===== src/imm_pkg.sv =====
package imm_pkg;

    // ----------------------------------------
    // Fixed-point format
    // ----------------------------------------

    // Signed Q16.16
    typedef logic signed [31:0] fp_t;

    localparam fp_t FP_ONE  = 32'sh0001_0000;
    localparam fp_t FP_ZERO = 32'sh0000_0000;

    // Default sizes, overridden from the top level
    localparam int DEF_N_MODELS  = 3;
    localparam int DEF_STATE_DIM = 4;

    // Model 0 starts at 0.8, the rest share what is left
    localparam fp_t MU0_INIT = 32'sh0000_CCCD;

    // ----------------------------------------
    // Step codes from controller to datapath
    // ----------------------------------------
    typedef enum logic [2:0] {
        STEP_NONE,
        STEP_INIT,
        STEP_CBAR,
        STEP_MU_IJ,
        STEP_MIX,
        STEP_LOAD,
        STEP_UPDATE,
        STEP_COMBINE
    } step_e;

    // ----------------------------------------
    // Arithmetic
    // ----------------------------------------

    // Full 64-bit product, back to Q16.16
    function automatic fp_t fp_mul(input fp_t a, input fp_t b);
        logic signed [63:0] a_w;
        logic signed [63:0] b_w;
        logic signed [63:0] prod;
        a_w  = a;
        b_w  = b;
        prod = a_w * b_w;
        // Arithmetic shift keeps the sign
        return fp_t'(prod >>> 16);
    endfunction

    // Dividend pre-scaled by 2^16 so the quotient lands in Q16.16
    // Caller guards against a zero divisor
    function automatic fp_t fp_div(input fp_t num, input fp_t den);
        logic signed [63:0] num_w;
        logic signed [63:0] den_w;
        num_w = num;
        den_w = den;
        num_w = num_w <<< 16;
        return fp_t'(num_w / den_w);
    endfunction

endpackage


===== src/imm_step_if.sv =====
`timescale 1ns/1ps

interface imm_step_if #(
    parameter int N_MODELS = imm_pkg::DEF_N_MODELS
);

    // Step ordered by the controller, one per cycle
    imm_pkg::step_e step;

    // Mode probabilities, owned by the probability unit
    imm_pkg::fp_t   mu    [N_MODELS];

    // Normalisation terms, owned by the mixer
    imm_pkg::fp_t   c_bar [N_MODELS];

    // Sequencer side
    modport ctrl (
        output step
    );

    // Mixing side needs mu for c_bar and weights
    modport mixer (
        input  step,
        input  mu,
        output c_bar
    );

    // Probability side needs c_bar for the update
    modport prob (
        input  step,
        input  c_bar,
        output mu
    );

endinterface


===== src/imm_ctrl.sv =====
`timescale 1ns/1ps

module imm_ctrl (
    input  logic       clk,
    input  logic       rst_n,
    input  logic       meas_valid,
    input  logic       init,
    input  logic       filt_valid,
    output logic       ready,
    output logic       mix_valid,
    output logic       out_valid,
    output logic       done,
    imm_step_if.ctrl   step_bus
);

    // One state per cycle of the IMM sequence, wait loops on the filters
    typedef enum logic [3:0] {
        S_IDLE,
        S_INIT,
        S_CBAR,
        S_MU_IJ,
        S_MIX,
        S_RUN,
        S_WAIT,
        S_UPDATE,
        S_COMBINE,
        S_OUT,
        S_DONE
    } state_e;

    state_e state;
    state_e next_state;

    // ----------------------------------------
    // Next state and step code
    // ----------------------------------------
    always_comb begin
        next_state = state;
        case (state)
            // Requests only seen in idle
            S_IDLE:    if (meas_valid) next_state = init ? S_INIT : S_CBAR;
            S_INIT:    next_state = S_DONE;
            S_CBAR:    next_state = S_MU_IJ;
            S_MU_IJ:   next_state = S_MIX;
            S_MIX:     next_state = S_RUN;
            // Filters may answer as early as the mix_valid cycle
            S_RUN,
            S_WAIT:    next_state = filt_valid ? S_UPDATE : S_WAIT;
            S_UPDATE:  next_state = S_COMBINE;
            S_COMBINE: next_state = S_OUT;
            S_OUT:     next_state = S_DONE;
            S_DONE:    next_state = S_IDLE;
            default:   next_state = S_IDLE;
        endcase
    end

    always_comb begin
        case (state)
            S_INIT:    step_bus.step = imm_pkg::STEP_INIT;
            S_CBAR:    step_bus.step = imm_pkg::STEP_CBAR;
            S_MU_IJ:   step_bus.step = imm_pkg::STEP_MU_IJ;
            S_MIX:     step_bus.step = imm_pkg::STEP_MIX;
            // Filtered states captured in the very cycle filt_valid is high
            S_RUN,
            S_WAIT:    step_bus.step = filt_valid ? imm_pkg::STEP_LOAD : imm_pkg::STEP_NONE;
            S_UPDATE:  step_bus.step = imm_pkg::STEP_UPDATE;
            S_COMBINE: step_bus.step = imm_pkg::STEP_COMBINE;
            default:   step_bus.step = imm_pkg::STEP_NONE;
        endcase
    end

    // ----------------------------------------
    // State and strobes
    // ----------------------------------------
    always_ff @(posedge clk or negedge rst_n) begin
        if (!rst_n) begin
            state     <= S_IDLE;
            ready     <= 1'b1;
            mix_valid <= 1'b0;
            out_valid <= 1'b0;
            done      <= 1'b0;
        end else begin
            state     <= next_state;
            // Strobes track the state they belong to
            ready     <= (next_state == S_IDLE);
            mix_valid <= (next_state == S_RUN);
            out_valid <= (next_state == S_OUT);
            done      <= (next_state == S_DONE);
        end
    end

endmodule


===== src/flat_wrapper.sv =====
// flat-port wrapper written by rule: the top's interface ports become plain ports
module imm_ctrl_flat 
  (clk, rst_n, meas_valid, init, filt_valid, ready, mix_valid, out_valid, done, step_bus_step);
  imm_step_if step_bus_i ();
  input  logic clk;
  input  logic rst_n;
  input  logic meas_valid;
  input  logic init;
  input  logic filt_valid;
  output logic ready;
  output logic mix_valid;
  output logic out_valid;
  output logic done;
  output wire logic [$bits(step_bus_i.step)-1:0] step_bus_step;
  assign step_bus_step = step_bus_i.step;
  imm_ctrl u_core (.clk(clk), .rst_n(rst_n), .meas_valid(meas_valid), .init(init), .filt_valid(filt_valid), .ready(ready), .mix_valid(mix_valid), .out_valid(out_valid), .done(done), .step_bus(step_bus_i));
endmodule

===== config.mk =====
export PLATFORM = sky130hd
export DESIGN_NAME = imm_ctrl_flat
export DESIGN_NICKNAME = d
export VERILOG_FILES = /design/src/imm_pkg.sv /design/src/imm_step_if.sv /design/src/imm_ctrl.sv /design/src/flat_wrapper.sv
export SDC_FILE = /design/constraint.sdc
export NUM_CORES = 1
export LEC_CHECK = 0
export ABC_AREA = 1
export BUFFER_PORTS_ARGS = -buffer_cell sky130_fd_sc_hd__buf_2
export CORE_AREA = 2 2 39 41
export CTS_CLUSTER_DIAMETER = 60
export DETAILED_ROUTE_END_ITERATION = 6
export DIE_AREA = 0 0 41 43
export PLACE_DENSITY = 0.63
export SYNTH_ARGS = -nofsm -noshare
export SYNTH_HDL_FRONTEND = slang
export SYNTH_SLANG_ARGS = --single-unit

===== constraint.sdc =====
create_clock -name clk -period 2.29 [get_ports clk]
set_input_delay 0.458 -clock clk [delete_from_list [all_inputs] [get_ports clk]]
set_output_delay 0.458 -clock clk [all_outputs]
set_load 0.03 [all_outputs]

==> results of run 1 <==
==> state kept, by name, summed over array words and instances (netlist names) <==
register / cells
u_core.state: 4
u_core.ready: 1
u_core.done: 1
u_core.mix_valid: 1
u_core.out_valid: 1
==> power groups by stage <==
stage | sequential, mW | clock (mW) | combinational (mW)
after floorplan | 0.283 | 0 | 0.345
after global placement | 0.250 | 0 | 0.498
after detailed placement | 0.251 | 0 | 0.497
after CTS | 0.248 | 0.121 | 0.499
after global routing | 0.256 | 0.129 | 0.545
final | 0.248 | 0.114 | 0.495
==> critical path, delay by kind of cell, from the launching register on <==
family,cells,cell delay [ns]
flops,1,0.43
compound gates,1,0.08
simple gates,4,0.36
buf+inv,2,0.32
==> path summary, 6_finish.rpt <==
kind / slack [ns] / endpoint / depth (start not counted)
hold reg to reg: 0.55 / u_core.out_valid / 1
min in group clk: 0.55 / u_core.out_valid / 1
hold / removal: 0.03 / u_core.state[2] / 1
setup reg to reg: 1.10 / u_core.ready / 6
max in group asynchronous: 2.01 / u_core.ready / 1
setup / recovery: 0.40 / step_bus_step[0] / 7
==> layer usage <==
metal / part of all wire, % / GRT usage [%] / wire length (um)
met5: 0 / 0 / 0
met4: 2.6 / 12.0 / 22
met3: 2.5 / 3.14 / 21
met2: 56 / 21.3 / 479
met1: 39 / 8.91 / 334
==> layout by cell type, fill, tap and decap left out <==
cell,netlist,final
nor2_4,1,1
clkbuf_4,0,3
nand2_1,13,13
inv_1,11,11
inv_2,1,1
nand3_1,3,3
dfstp_2,1,1
a21oi_1,2,2
nor2_2,3,3
o21ai_0,4,4
dfrtp_1,7,7
clkbuf_1,0,1
nor2_1,8,8
buf_2,0,11
nor3_4,1,1
nand2_2,3,3
==> layout make-up <==
type | instances | share of cell area [%]
flip-flops and latches | 8 | 37.5
multi-input cells | 38 | 35.2
repair buffers | 11 | 10.3
inverters | 12 | 8.39
clock buffers | 4 | 4.90
well taps | 16 | 3.73
==> cells by family after synthesis <==
logic type      count (synthesis)  synth area share [%]
flops                           8                  46.3
simple gates                   32                  36.5
buf+inv                        12                  10.3
compound gates                  6                  6.90
==> metrics by stage <==
stage | util [%] | worst slack (ns) | power, mW
floorplan | - | 0.477 | 0.628
global placement | 36.9 | 0.697 | 0.749
detailed placement | 36.9 | 0.662 | 0.747
CTS | 38.8 | 0.373 | 0.869
global route | 38.8 | 0.275 | 0.930
finish | 38.8 | 0.397 | 0.858
==> metrics.csv, run 1 <==
stage;metric;value;unit
run_status;outcome;complete, no violations;
synthesis;Yosys reg bits;8;
clock_network;root buf cell;clkbuf_4;
clock_network;htree depth;1;
synthesis;syn_area_per_cell;7.51;sq um
placement;dpl hpwl;698;um
route;Residual DRC;0;
clock_network;CTS Buf Count;3;
global_route;pin count of the biggest net entering global routing;9;
route;Vias;387;
synthesis;Post-synth ARST share;100;%
die;Site Rows;14;
power_and_ir_drop;sw frac;52.4;%
timing;fmax;528;MHz
cells_and_area;final layout net count;79;
die;Die Ht;43;um
route;WL per Instance;9.63;um
placement;Cell Area, Placed;510;sq um
synthesis;Mapped Area;435;sq um
synthesis;Seq/Total Area, Yosys;46.3;%
timing;final hold vios;0;
route;final WL;857;um
clock_network;cts hold-fix bufs;0;
critical_path;CP Cell Sequence;inv_1 -> nor2_4 -> nand2_2 -> nor2_2 -> nor2_2 -> o21ai_0 -> buf_2;
synthesis;EDFF count, synth;0;
power_and_ir_drop;Pleak;0.320;nW
route;vias per cell;4.35;
global_route;grt ovf;0;
cells_and_area;# diodes;0;
run;maxcap violations;0;
global_route;initial antenna violation count;0;
cells_and_area;# fillers;144;
critical_path;critical path peak fanout;4;
critical_path;CP arrival;1.43;ns
clock_network;clk sinks;8;
clock_network;clk buf depth;2;
cells_and_area;Area Overhead vs Synth;23.3;%
power_and_ir_drop;Clock power frac;13.3;%
critical_path;Critical Path Source;u_core.state[2];
cells_and_area;Final Non-Filler Cells;89;
cells_and_area;Reg area;201;sq um
global_route;vias in the first global route;381;
timing;Max-slew headroom;83.2;%
synthesis;Yosys warning count;0;
placement;gpl congestion;0.732;
worst_hold_path;Worst Hold Class;input port to asynchronous set/reset pin;
timing;slew of the pin with the lowest slew margin;0.251;ns
timing;unrepaired setup endpoints after global routing;no;
critical_path;most used cell along the critical path;nor2_2;
timing;hold slack;0.0321;ns
clock_network;clk slew on worst S/H paths;0.06;ns
timing;final period demand of the worst path;1.89;ns
critical_path;Setup crit end kind;primary output;
clock_network;CTS tree;built;
synthesis;cell taking the most area after synthesis;dfrtp_1;
critical_path;r2r startpoint;u_core.state[2];
clock_network;cts repair resizes;0;
global_route;first-pass GRT wire length;1.32;mm
clock_network;Clk Latency, worst-skew pair;0.25;ns
cells_and_area;area of the multi-input gates;189;sq um
synthesis;Cell variety after synth;13;
power_and_ir_drop;Sw Pwr;449;uW
timing;final setup skew;0.0118;ns
synthesis;cells after synthesis;58;
die;Starting Density;31.5;%
clock_network;setup repair bufs after CTS;0;
critical_path;Worst setup SP type;register;
power_and_ir_drop;Peak VDD IR;378;uV
die;Core Box Area;1380;sq um
synthesis;top cells by area, synth;dfrtp_1 (40%), nand2_1 (11%), inv_1 (9.5%);
cells_and_area;Finished Cell Area;537;sq um
synthesis;Synthesized Nets;63;
power_and_ir_drop;Int Pwr;408;uW
power_and_ir_drop;combinational fraction of design power;57.7;%
synthesis;Synth top area share;40.2;%
critical_path;Worst EP required;1.83;ns
die;die area;1760;sq um
cells_and_area;layout cells sized above 1;32.9;%
placement;Buffers on Ports;11;
die;Die X;41;um
synthesis;most frequent cell after synthesis;nand2_1;
route;drt pass-1 iters;3;
synthesis;list of most frequent post-synthesis cells;nand2_1 (13), inv_1 (11), nor2_1 (8), dfrtp_1 (7), o21ai_0 (4);
timing;Tcrit/Tclk final;82.6;%
critical_path;Worst path slowest cell;dfrtp_1;
power_and_ir_drop;Flop pwr share;29.0;%
die;IO Pins;12;
timing;# setup viols final;0;
global_route;All-Layer GR Usage;12.0;%
critical_path;crit path kind;register to primary output;
timing;max-slew violations;0;
route;drt initial violations;3;
placement;dpl cells;85;
critical_path;max incr delay on CP;0.43;ns
power_and_ir_drop;power per cell area;1600;nW/um^2
route;Detail Route Antenna Nets;0;
synthesis;Main synth FF type;dfrtp_1;
timing;setup TNS;0;ns
Note: power is estimated with default switching activity, not from simulation.
==> inputs of run 2 (changes only) <==
--- a/config.mk
+++ b/config.mk
@@ -11,7 +11,7 @@
 export CTS_CLUSTER_DIAMETER = 60
 export DETAILED_ROUTE_END_ITERATION = 6
 export DIE_AREA = 0 0 41 43
-export PLACE_DENSITY = 0.63
+export PLACE_DENSITY = 0.65
 export SYNTH_ARGS = -nofsm -noshare
 export SYNTH_HDL_FRONTEND = slang
 export SYNTH_SLANG_ARGS = --single-unit
==> constraint.sdc (replaced) <==
create_clock -name clk -period 1.61 [get_ports clk]
set_input_delay 0.322 -clock clk [delete_from_list [all_inputs] [get_ports clk]]
set_output_delay 0.322 -clock clk [all_outputs]
set_load 0.03 [all_outputs]
==> metrics.csv, run 2 (synthesis results as in run 1) <==
stage;metric;value;unit
clock_network;root buf cell;clkbuf_4;
critical_path;critical path peak fanout;4;
clock_network;clk sinks;8;
die;Core Box Area;1380;sq um
clock_network;CTS Buf Count;3;
global_route;grt ovf;0;
timing;hold slack;0.431;ns
timing;max-slew violations;0;
clock_network;clk slew on worst S/H paths;0.06;ns
route;Detail Route Antenna Nets;0;
power_and_ir_drop;Peak VDD IR;564;uV
cells_and_area;Top reg by flops;u_core.state;
die;die area;1760;sq um
placement;dpl hpwl;695;um
critical_path;CP arrival;1.35;ns
die;Die X;41;um
timing;Max-slew headroom;88.0;%
power_and_ir_drop;Pleak;0.371;nW
power_and_ir_drop;power per cell area;2310;nW/um^2
critical_path;Worst EP required;1.29;ns
timing;final period demand of the worst path;1.67;ns
placement;gpl congestion;0.764;
cells_and_area;most frequent cells in the layout;nand2_1 (12), buf_4 (10), inv_1 (9), buf_2 (8), nor2_1 (7);
cells_and_area;Area Overhead vs Synth;45.7;%
run_status;outcome;finished, violations left;
die;Site Rows;14;
timing;unrepaired setup endpoints after global routing;yes;
worst_hold_path;Worst Hold Class;input port to asynchronous set/reset pin;
cells_and_area;# diodes;0;
timing;# setup viols final;3;
run_status;failing checks;setup timing;
run;maxcap violations;0;
timing;Final WS setup;-0.0579;ns
global_route;All-Layer GR Usage;14.2;%
route;final WL;1.06;mm
clock_network;Clk Latency, worst-skew pair;0.25;ns
critical_path;Setup crit end kind;primary output;
die;Die Ht;43;um
route;drt pass-1 iters;4;
die;IO Pins;12;
clock_network;htree depth;1;
die;Starting Density;31.5;%
critical_path;crit path kind;register to primary output;
cells_and_area;final layout net count;88;
cells_and_area;max FFs per register;4;
cells_and_area;most common cell after layout, fill and taps aside;nand2_1;
timing;final hold vios;0;
critical_path;Worst setup SP type;register;
global_route;pin count of the biggest net entering global routing;9;
global_route;initial antenna violation count;0;
placement;dpl cells;86;
timing;slew of the pin with the lowest slew margin;0.180;ns
clock_network;CTS tree;built;
global_route;vias in the first global route;451;
clock_network;clk buf depth;2;
route;Residual DRC;0;
route;WL per Instance;10.8;um
global_route;first-pass GRT wire length;1.61;mm
cells_and_area;layout cells sized above 1;46.3;%
timing;fmax;600;MHz
timing;final setup skew;0.0141;ns
cells_and_area;# fillers;134;
timing;Tcrit/Tclk final;104;%
route;vias per cell;4.91;
route;drt initial violations;10;
route;Vias;481;
cells_and_area;Final Non-Filler Cells;98;
placement;Buffers on Ports;11;
==> run 2: cell count changes in the layout (fill, tap and decap cells not counted), moves of 2 or more <==
cell   change
buf_4     +10
buf_2      -3
inv_1      -2
inv_2      +2
==> run 2: metrics by stage <==
step	area (sq um)	total power [mW]	worst slack, ns	TNS (ns)	util (%)
after detailed placement	518	1.08	0.130	0	37.4
after CTS	621	1.42	-0.0486	-0.135	44.8
after global placement	518	1.09	0.136	0	37.4
final	634	1.46	-0.0579	-0.143	45.8
after floorplan	435	0.894	-0.0671	-0.134	-
after global routing	634	1.57	-0.141	-0.350	45.8
==> run 2: where the power goes <==
part / internal [mW] / total, mW / leakage (nW) / switching (mW)
sequential: 0.284 / 0.345 / 0.0996 / 0.0614
clock: 0.0948 / 0.163 / 0.0150 / 0.0683
combinational: 0.362 / 0.954 / 0.256 / 0.592
==> run 2: repair_timing <==
action,CTS,global route
setup buffers,6,1
cloned,0,0
resized for setup,9,3
pin swaps,3,3
hold endpoints to repair,7,0
setup endpoints to repair,3,3
hold buffers,1,0
==> run 2: metal layers <==
metal | vias to the layer above | track usage, % | routed length, um
li1 | 223 | - | -
met1 | 220 | 11.0 | 328
met2 | 24 | 24.1 | 586
met3 | 14 | 3.66 | 53
met4 | 0 | 15.3 | 93
met5 | - | 0 | 0
==> run 2: final timing paths <==
kind	start	end	slack, ns	depth (start not counted)
worst max-delay path	u_core.state[3]	step_bus_step[0]	-0.06	6
worst min-delay path	rst_n	u_core.out_valid	0.43	2
worst max register to register	u_core.state[3]	u_core.ready	0.32	8
worst min register to register	u_core.state[2]	u_core.out_valid	0.56	2
max in group asynchronous	rst_n	u_core.ready	0.92	2
min in group clk	meas_valid	u_core.state[1]	0.46	5
==> run 2: final cells by class <==
class                      count  area, sq um  share of cell area (%)
timing repair buffer          20          136                    21.5
tap                           16         20.0                    3.16
inverter                      12         45.0                    7.10
multi-input combinational     38          204                    32.1
sequential                     8          203                    32.0
clock buffer                   4         26.3                    4.14
==> run 2: worst max-delay path, cell delays in order, from the launching register on <==
cell	delay, ns
dfrtp_2	0.45
nor2_4	0.16
nand2_2	0.07
nor2_2	0.09
nor2_2	0.06
o21ai_1	0.08
buf_4	0.17
